<file path="config.mk">
export PLATFORM = sky130hd
export DESIGN_NAME = hist_builder
export DESIGN_NICKNAME = d
export VERILOG_FILES = /design/src/logic/hist_pkg.sv /design/src/logic/hist_builder.sv /design/src/logic/hist_bank.sv /design/src/logic/hist_ctrl.sv /design/src/logic/acq_counter.sv
export SDC_FILE = /design/constraint.sdc
export NUM_CORES = 1
export LEC_CHECK = 0
export CAP_MARGIN = 30
export CORE_AREA = 2 2 343 277
export DETAILED_ROUTE_END_ITERATION = 6
export DIE_AREA = 0 0 345 279
export DONT_BUFFER_PORTS = 1
export GPL_TIMING_DRIVEN = 0
export PLACE_DENSITY = 0.7
export SLEW_MARGIN = 40
export SYNTH_ARGS = -nofsm -noshare
export SYNTH_HDL_FRONTEND = slang
export SYNTH_HIERARCHICAL = 1
export SYNTH_SLANG_ARGS = --single-unit
</file>
<file path="constraint.sdc">
create_clock -name clk -period 8.71 [get_ports clk]
set_input_delay 1.3065 -clock clk [delete_from_list [all_inputs] [get_ports clk]]
set_output_delay 1.3065 -clock clk [all_outputs]
set_load 0.1 [all_outputs]
</file>
<file path="src/logic/hist_pkg.sv">
package hist_pkg;

    // one time bin from the tdc
    localparam int NB = 4;
    localparam int BIN_NUM = 16;

    // acquisition order: events per pixel, pixels, acquisitions
    localparam int DATA_NUM = 2;
    localparam int EV_W = 1;
    localparam int PIXEL_NUM = 4;
    localparam int PIX_W = 2;
    localparam int ACQ_NUM = 3;
    localparam int ACQ_W = 2;

    // bank word address is {pixel, bin}
    localparam int ADDR_W = PIX_W + NB;
    localparam int DEPTH = PIXEL_NUM * BIN_NUM;

    // max count per bin is DATA_NUM * ACQ_NUM, no overflow possible
    localparam int COUNT_W = 8;

    // controller state codes
    localparam logic [1:0] ST_CLEAR_ALL = 2'd0;
    localparam logic [1:0] ST_ACQUIRE = 2'd1;
    localparam logic [1:0] ST_CLEAR_FILL = 2'd2;

endpackage
</file>
<file path="src/logic/hist_builder.sv">
`timescale 1ns/1ps

module hist_builder (
    input  logic                         clk,
    input  logic                         res,
    input  logic                         wr_en,
    input  logic [hist_pkg::NB-1:0]      bin,
    input  logic [hist_pkg::ADDR_W-1:0]  rd_addr,
    output logic [hist_pkg::COUNT_W-1:0] rd_data,
    output logic                         busy,
    output logic                         hist_done,
    output logic                         hist_num
);
    import hist_pkg::*;

    logic               ev;
    logic               last_ev;
    logic [PIX_W-1:0]   pixel;
    logic               inc0;
    logic               inc1;
    logic               clr0;
    logic               clr1;
    logic [ADDR_W-1:0]  clr_addr;
    logic [ADDR_W-1:0]  inc_addr;
    logic [COUNT_W-1:0] rd_data0;
    logic [COUNT_W-1:0] rd_data1;
    logic               rd_sel;

    // word of the current event
    assign inc_addr = {pixel, bin};

    hist_ctrl ctrl_i (
        .clk       (clk),
        .res       (res),
        .wr_en     (wr_en),
        .last_ev   (last_ev),
        .ev        (ev),
        .busy      (busy),
        .hist_done (hist_done),
        .hist_num  (hist_num),
        .inc0      (inc0),
        .inc1      (inc1),
        .clr0      (clr0),
        .clr1      (clr1),
        .clr_addr  (clr_addr)
    );

    acq_counter cnt_i (
        .clk     (clk),
        .res     (res),
        .ev      (ev),
        .pixel   (pixel),
        .last_ev (last_ev)
    );

    hist_bank bank0_i (
        .clk      (clk),
        .res      (res),
        .inc      (inc0),
        .inc_addr (inc_addr),
        .clr      (clr0),
        .clr_addr (clr_addr),
        .rd_addr  (rd_addr),
        .rd_data  (rd_data0)
    );

    hist_bank bank1_i (
        .clk      (clk),
        .res      (res),
        .inc      (inc1),
        .inc_addr (inc_addr),
        .clr      (clr1),
        .clr_addr (clr_addr),
        .rd_addr  (rd_addr),
        .rd_data  (rd_data1)
    );

    // fill bank at the time of the read, aligned with bank read latency
    always_ff @(posedge clk or negedge res) begin
        if (!res) begin
            rd_sel <= 1'b0;
        end else begin
            rd_sel <= hist_num;
        end
    end

    // readout from the finished bank
    assign rd_data = rd_sel ? rd_data0 : rd_data1;

endmodule

</file>
<file path="src/logic/hist_bank.sv">
`timescale 1ns/1ps

module hist_bank (
    input  logic                         clk,
    input  logic                         res,
    input  logic                         inc,
    input  logic [hist_pkg::ADDR_W-1:0]  inc_addr,
    input  logic                         clr,
    input  logic [hist_pkg::ADDR_W-1:0]  clr_addr,
    input  logic [hist_pkg::ADDR_W-1:0]  rd_addr,
    output logic [hist_pkg::COUNT_W-1:0] rd_data
);
    import hist_pkg::*;

    // one count per pixel and bin
    logic [COUNT_W-1:0] mem [DEPTH];

    // pending write of the increment pipeline
    logic               wr_pend;
    logic [ADDR_W-1:0]  wr_addr;
    logic [COUNT_W-1:0] wr_val;

    // same address as the pending write
    logic               fwd;
    logic [COUNT_W-1:0] base;

    assign fwd = wr_pend && (wr_addr == inc_addr);

    // count before this event
    // back to back hit takes the value not yet written
    assign base = fwd ? (wr_val + 1'b1) : mem[inc_addr];

    always_ff @(posedge clk or negedge res) begin
        if (!res) begin
            wr_pend <= 1'b0;
        end else begin
            wr_pend <= inc;
        end
    end

    // address and old count, held for the write cycle
    always_ff @(posedge clk) begin
        if (inc) begin
            wr_addr <= inc_addr;
            wr_val <= base;
        end
    end

    // single write port
    // clear and increment never overlap in one bank
    always_ff @(posedge clk) begin
        if (clr) begin
            mem[clr_addr] <= '0;
        end else if (wr_pend) begin
            mem[wr_addr] <= wr_val + 1'b1;
        end
    end

    // readout port, one cycle latency
    always_ff @(posedge clk) begin
        rd_data <= mem[rd_addr];
    end

    // controller keeps increments and clears apart
    a_inc_clr: assert property (
        @(posedge clk) disable iff (!res)
        !(inc && clr)
    ) else $error("inc and clr together at %0h / %0h", inc_addr, clr_addr);

    // a clear right behind an increment would drop its write
    a_no_lost_write: assert property (
        @(posedge clk) disable iff (!res)
        inc |=> !clr
    ) else $error("clear drops pending write at %0h", wr_addr);

endmodule

</file>
<file path="src/logic/hist_ctrl.sv">
`timescale 1ns/1ps

module hist_ctrl (
    input  logic                        clk,
    input  logic                        res,
    input  logic                        wr_en,
    input  logic                        last_ev,
    output logic                        ev,
    output logic                        busy,
    output logic                        hist_done,
    output logic                        hist_num,
    output logic                        inc0,
    output logic                        inc1,
    output logic                        clr0,
    output logic                        clr1,
    output logic [hist_pkg::ADDR_W-1:0] clr_addr
);
    import hist_pkg::*;

    logic [1:0]        state;
    logic [ADDR_W-1:0] clr_cnt;
    logic              clr_last;
    logic              fill_clr;

    // sweep timer reaches the last word
    assign clr_last = (clr_cnt == ADDR_W'(DEPTH - 1));

    // both clear states hold off new events
    assign busy = (state != ST_ACQUIRE);

    // events only count while acquiring
    assign ev = wr_en && (state == ST_ACQUIRE);

    // pulse in the accept cycle of the final event
    // swap takes effect on the same edge
    assign hist_done = last_ev;

    // increments go to the fill bank only
    assign inc0 = ev && !hist_num;
    assign inc1 = ev && hist_num;

    // after reset both banks are swept
    // after a swap only the new fill bank
    assign fill_clr = (state == ST_CLEAR_FILL);
    assign clr0 = (state == ST_CLEAR_ALL) || (fill_clr && !hist_num);
    assign clr1 = (state == ST_CLEAR_ALL) || (fill_clr && hist_num);
    assign clr_addr = clr_cnt;

    always_ff @(posedge clk or negedge res) begin
        if (!res) begin
            state <= ST_CLEAR_ALL;
            clr_cnt <= '0;
            hist_num <= 1'b0;
        end else begin
            case (state)
                ST_CLEAR_ALL, ST_CLEAR_FILL: begin
                    // one word per cycle for DEPTH cycles
                    if (clr_last) begin
                        clr_cnt <= '0;
                        state <= ST_ACQUIRE;
                    end else begin
                        clr_cnt <= clr_cnt + 1'b1;
                    end
                end
                ST_ACQUIRE: begin
                    // last event accepted so the banks swap
                    if (last_ev) begin
                        hist_num <= ~hist_num;
                        state <= ST_CLEAR_FILL;
                    end
                end
                default: begin
                    state <= ST_CLEAR_ALL;
                    clr_cnt <= '0;
                end
            endcase
        end
    end

    // last_ev from the counter is only legal while acquiring
    a_done_not_busy: assert property (
        @(posedge clk) disable iff (!res)
        !(hist_done && busy)
    ) else $error("hist_done %0h while busy, state %0h", hist_done, state);

endmodule

</file>
<file path="src/logic/acq_counter.sv">
`timescale 1ns/1ps

module acq_counter (
    input  logic                       clk,
    input  logic                       res,
    input  logic                       ev,
    output logic [hist_pkg::PIX_W-1:0] pixel,
    output logic                       last_ev
);
    import hist_pkg::*;

    // event within pixel, pixel within acquisition, acquisition within histogram
    logic [EV_W-1:0]  ev_cnt;
    logic [PIX_W-1:0] pix_cnt;
    logic [ACQ_W-1:0] acq_cnt;

    // each counter at its last value
    logic ev_wrap;
    logic pix_wrap;
    logic acq_wrap;

    assign ev_wrap = (ev_cnt == EV_W'(DATA_NUM - 1));
    assign pix_wrap = (pix_cnt == PIX_W'(PIXEL_NUM - 1));
    assign acq_wrap = (acq_cnt == ACQ_W'(ACQ_NUM - 1));

    // pixel of the event in flight before the counters advance
    assign pixel = pix_cnt;

    // final event of the whole histogram
    assign last_ev = ev && ev_wrap && pix_wrap && acq_wrap;

    always_ff @(posedge clk or negedge res) begin
        if (!res) begin
            ev_cnt <= '0;
            pix_cnt <= '0;
            acq_cnt <= '0;
        end else if (ev) begin
            if (ev_wrap) begin
                ev_cnt <= '0;
                // pixel done so move on to the next one
                if (pix_wrap) begin
                    pix_cnt <= '0;
                    // acquisition done
                    if (acq_wrap) begin
                        acq_cnt <= '0;
                    end else begin
                        acq_cnt <= acq_cnt + 1'b1;
                    end
                end else begin
                    pix_cnt <= pix_cnt + 1'b1;
                end
            end else begin
                ev_cnt <= ev_cnt + 1'b1;
            end
        end
    end

    // acq counter has a spare code that must stay unused
    a_cnt_range: assert property (
        @(posedge clk) disable iff (!res)
        acq_cnt <= ACQ_W'(ACQ_NUM - 1)
    ) else $error("acq_counter out of range acq %0h", acq_cnt);

endmodule

</file>
After elaboration in Yosys (flattened, before gate mapping)
Memory sizes are Yosys's and may differ from the RTL's. A register that Yosys moved wholly into a read port is not among the register bits. Cells that the tools add are included.

Add/sub/neg operators: 6. Equal/unequal tests: 8. Reductions and logical operators: 19. Bitwise logic cells: 1. Muxes and demuxes: 25.

Operators by type and width (count): 8-bit 2-to-1 mux (3); 6-bit 2-to-1 mux (3); 8-bit by 1-bit adder with 8-bit output (second input constant) (2); 8-bit OR reduction (2); 1-bit 2-to-1 mux (13); 6-bit case mux with 2 select lines (1); 1-bit logical AND (8); 2-bit 2-to-1 mux (4); 6-bit by 1-bit adder with 6-bit output (second input constant) (1); 2-bit equality test (second input constant) (3); 6-bit equality test (second input constant) (1); 2-bit AND reduction (3); 2-bit by 1-bit adder with 2-bit output (second input constant) (2); 2-bit by 1-bit inequality test with 1-bit output (second input constant) (2); 2-bit case mux with 2 select lines (1); 3-bit AND reduction (1); 2-bit by 1-bit equality test with 1-bit output (second input constant) (1); 2-bit logical NOT (1); 1-bit logical OR (2); 2-bit inequality test (second input constant) (1); 2-bit OR reduction (1); 1-bit adder (second input constant) (1); 1-bit logical NOT (1); 1-bit inverter (1).

Memory bits (writable): 1024. Memories kept: 2. Word-level logic and storage cells: 72. Bits of input ports: 13. Output and inout bits: 11. Register bits: 29.

Memory list: bank0_i.mem (depth 64, bits a word 8, rd ports 2, clocked after memory_dff 2, wr ports 1, line hist_bank.sv:16) `logic [COUNT_W-1:0] mem [DEPTH];`; bank1_i.mem (depth 64, bits a word 8, rd ports 2, clocked after memory_dff 2, wr ports 1, line hist_bank.sv:16).

Depth between registers and ports, before layout
Depth after elaboration: 7. Depth in mapped cells: 10. Depth with buffers taken out: 7.

Cells and area by module
Netlist, hierarchy kept.

Modules (own cells, without submodules): hist_bank (bank0_i) (sequential area each 15980.3 um^2, area an instance 25019.0 um^2, cells an instance 1252, instances 1); hist_bank (bank1_i) (sequential area each 15980.3 um^2, area an instance 24977.7 um^2, cells an instance 1217, instances 1); hist_ctrl (sequential area each 225.2 um^2, area an instance 475.5 um^2, cells an instance 48, instances 1); acq_counter (sequential area each 125.1 um^2, area an instance 226.5 um^2, cells an instance 17, instances 1); hist_builder (sequential area each 25.0 um^2, area an instance 156.4 um^2, cells an instance 10, instances 1).

Least setup slack after synthesis
No wires, ideal clock.

Path type: reg-to-reg. Start: register ctrl_i.hist_num. End: memory bank0_i.mem[0][7] (data pin). Library setup time: 499 ps. Arrival time: 3488 ps. Slack: 4723 ps. Data required time: 8211 ps. Buffers on the path: 2. Period minus slack after synthesis: 3987 ps. Stages on the path, launching flop included: 6. Path through: dfrtp_1 > a21oi_1 > nand2b_1 > clkbuf_1 > buf_1 > nor2_1.

Longest elaborated chain between the ends: 7.

Ends and longest elaborated chain: start, declared (line hist_ctrl.sv:11) `output logic hist_num,`; start signal, assigned (line hist_ctrl.sv:68) `hist_num <= ~hist_num;`; 1-bit logical NOT (line hist_ctrl.sv:45) `assign clr0 = (state == ST_CLEAR_ALL) || (fill_clr && !hist_num);`; 1-bit logical AND (line hist_ctrl.sv:45); 1-bit logical OR (line hist_ctrl.sv:45); named net clr0 (line hist_builder.sv:21) `logic clr0;`; 1-bit 2-to-1 mux (line hist_bank.sv:52) `if (clr) begin`; 1-bit 2-to-1 mux (not written as such) (line hist_bank.sv:55) `mem[wr_addr] <= wr_val + 1'b1;`; 8-bit OR reduction (no line); 8-bit 2-to-1 mux (no line); end, declared (line hist_bank.sv:16).

The timed path passes the listed nets, and every way through them passes these cells.

==> results.json <==
{
  "cp-end-kind": "register",
  "worst_slew_pin_slew_ps": 1020,
  "detail_route.vias_per_cell": 7.65,
  "critPathLaunchType": "primary input",
  "power_uw": 13900,
  "design.die.area_mm2": 0.0963,
  "nFillCells": 6414,
  "cts_sinks": 1085,
  "routed_wl_mm": 172,
  "leakagePower_uw": 0.0173,
  "ctsHoldBuffers": 0,
  "status": "complete, no violations",
  "grt_pass1_vias": 29855,
  "top_layer": "met5",
  "dr.pass1.iters": 6,
  "portBuffers": 0,
  "core-area_mm2": 0.0926,
  "slew_viol_final": 0,
  "wl_met2_mm": 70.8,
  "wl_met1_mm": 65.3,
  "slew-limit-headroom_pct": 30.2,
  "yosysUniqueCellTypes": 64,
  "rows": 100,
  "start_util_pct": 54.9,
  "drt-initial-drc-count": 6125,
  "gr-total-overflow": 0,
  "min_period_ps": 4530,
  "finalHoldViolCount": 0,
  "insertion_delay_ps": 710,
  "holdWs_ps": 297,
  "synth_nets": 2561,
  "post_cts_resized": 0,
  "hold_class": "primary input to async pin",
  "setup_viol": 0,
  "finalNetCount": 2700,
  "synth_warnings": 6,
  "cts-root-buf": "clkbuf_16",
  "syn_avg_cell_area_um2": 20.0,
  "dpl_cell_area_mm2": 0.0536,
  "cts_setup_buffers": 0,
  "grt_pass1_wl_mm": 235,
  "clock_skew_ps": 30.0,
  "cts_tree": "built",
  "finalNonFillerCells": 4003,
  "rsz0062_at_grt": "false",
  "postSynthCellCount": 2544,
  "dp_cells": 3799,
  "final_antenna_net_count": 0,
  "path_cells": "clkbuf_1 > clkbuf_1 > clkbuf_2 > mux4_2 > mux4_2 > mux2i_1 > a21oi_1",
  "antenna_found_initial": 9,
  "synth_seq_cells": 1085,
  "h-tree-depth": 3,
  "synth-edff-count": 1052,
  "place_hpwl_mm": 121,
  "drc": 0,
  "power.density_mw_per_mm2": 243,
  "die_y_um": 279,
  "cp.required_ps": 9220,
  "seq_area_frac_synth_pct": 63.6,
  "drive_gt1_share_pct": 40.9,
  "cp.arrival_ps": 5040,
  "ys.flop_type": "edfxtp_1",
  "ir_worst_vdd_mv": 0.200,
  "wl_met3_mm": 29.5,
  "synth-async-reset-ratio_pct": 1.57,
  "clk_path_buf_depth": 3,
  "vias": 30611,
  "cp_slowest_stage_delay_ps": 760,
  "die_x_um": 345,
  "gp_congestion": 0.992,
  "cp_max_fo": 10,
  "fin_area_mm2": 0.0571,
  "area_growth_pct": 12.4,
  "drv_cap": 0,
  "avgRoutedWirePerCell_um": 42.9,
  "fin_crit_sh_pct": 52.0,
  "synth_area_mm2": 0.0509,
  "cts-buffers-inserted": 106,
  "crit_type": "primary input to register",
  "tns_ps": 0,
  "critical-path-slowest-cell": "mux2i_1",
  "clkTransAtPathRegs_ps": 60,
  "grt_usage_pct": 36.0,
  "pin_count": 24,
  "max_freq_mhz": 221,
  "grt_max_degree": 65
}
-- worst max-delay path: cells and delay by family --
family,cells,cell delay (ps)
AO/OA/AOI/OAI,1,300
buffers and inverters,3,1760
multiplexers,3,1650
-- per-stage QoR --
stage / worst slack (ps) / util, %
global placement: 2240 / 56.6
global route: 4230 / 61.7
CTS: 4210 / 61.6
floorplan: 4720 / -
detailed placement: 3660 / 57.9
finish: 4180 / 61.7
-- path summary, 6_finish.rpt --
path	startpoint	end	slack, ps	depth (start not counted)
min in group clk	cnt_i/ev_cnt$_DFFE_PN0P_	cnt_i/ev_cnt$_DFFE_PN0P_	520	1
min	res	cnt_i/acq_cnt[1]$_DFFE_PN0P_	300	0
max in group asynchronous	res	ctrl_i/hist_num$_DFFE_PN0P_	8320	0
min reg2reg	cnt_i/ev_cnt$_DFFE_PN0P_	cnt_i/ev_cnt$_DFFE_PN0P_	520	1
max	rd_addr[1]	bank1_i/rd_data[0]$_DFF_P_	4180	7
max reg2reg	ctrl_i/hist_num$_DFFE_PN0P_	bank1_i/mem[17][0]$_DFFE_PP_	4530	8
-- kinds of logic (layout without fill, tap and decap cells) --
logic type      count (synthesis)  count (layout)  synth area share, %
compound gates                160             160                 2.23
fa+ha+maj                       4               4               0.0984
other cells                     0               6                    0
flops                        1085            1085                 63.6
buf+inv                       191             420                 1.91
xor+xnor                       27              27                0.465
mux                           679             679                 28.1
simple gates                  398             398                 3.64
-- cell usage after synthesis, types with 19 or more instances --
cell,count,area share (%)
buf_1,22,0.16
buf_2,54,0.53
nor2b_1,35,0.43
nand3_1,19,0.19
nand2b_1,23,0.28
mux2i_1,60,1.2
nor2_1,175,1.3
o21ai_0,21,0.21
buf_4,28,0.41
o22ai_1,21,0.26
mux4_2,593,26
clkbuf_1,62,0.46
nand2_1,82,0.61
edfxtp_1,1052,62
-- power by group --
group	internal [uW]	total (uW)	switching, uW	leakage, uW
Sequential	6230	6410	180	0.00954
Combinational	889	2800	1910	0.00609
Clock	2620	4690	2070	0.00169
-- state kept, by name, indices dropped and copies added (netlist names), 2 cells and up --
name and cells:
bank0_i/mem 512, bank0_i/wr_addr 6, bank0_i/wr_val 8, ctrl_i/state 2, cnt_i/acq_cnt 2, bank0_i/rd_data 8, bank1_i/wr_addr 6, ctrl_i/clr_addr 6
cnt_i/pixel 2, bank1_i/mem 512, bank1_i/rd_data 8, bank1_i/wr_val 8
-- area by class of cell --
type	count	area, um^2	area share (%)
multi-input cells	1268	18100	31.6
clock inverters	70	687	1.20
flip-flops and latches	1085	32300	56.6
plain buffers	177	995	1.74
well taps	1224	1530	2.68
inverters	14	52.6	0.0920
diodes	6	15.0	0.0263
clock buffers	128	2800	4.89
repair buffers	31	671	1.17
-- layer usage --
metal / up-vias / global-route usage, %
li1: 11238 / -
met1: 16314 / 53.2
met2: 2661 / 48.7
met3: 392 / 15.7
met4: 6 / 11.0
met5: - / 0
-- placed cells by master, fill, tap and decap left out, types with 12 or more instances in the layout --
cell type  synthesis  final
nor2_4             0     17
mux2_2            16     16
inv_1             12     12
buf_2             54     74
mux4_2           593    593
nand3_1           19     19
clkbuf_1          62     40
dfxtp_1           16     16
o22ai_1           21     18
nor2_2             0    127
mux2i_1           60     57
clkbuf_2           0     40
o21ai_0           21     20
xnor2_1           17     17
buf_8              0     12
dfrtp_1           17     16
nand2_1           82     82
a21oi_1           15     15
nor2_1           175     31
buf_16             0     16
a211oi_1          18     18
nand2b_1          23     23
nor3_1            14     14
clkbuf_16          0    107
clkinv_2           0     20
buf_4             28     28
edfxtp_1        1052   1052
clkinv_1           0     18
nor2b_1           35     34
No activity file was read; power rests on OpenSTA's default activity.
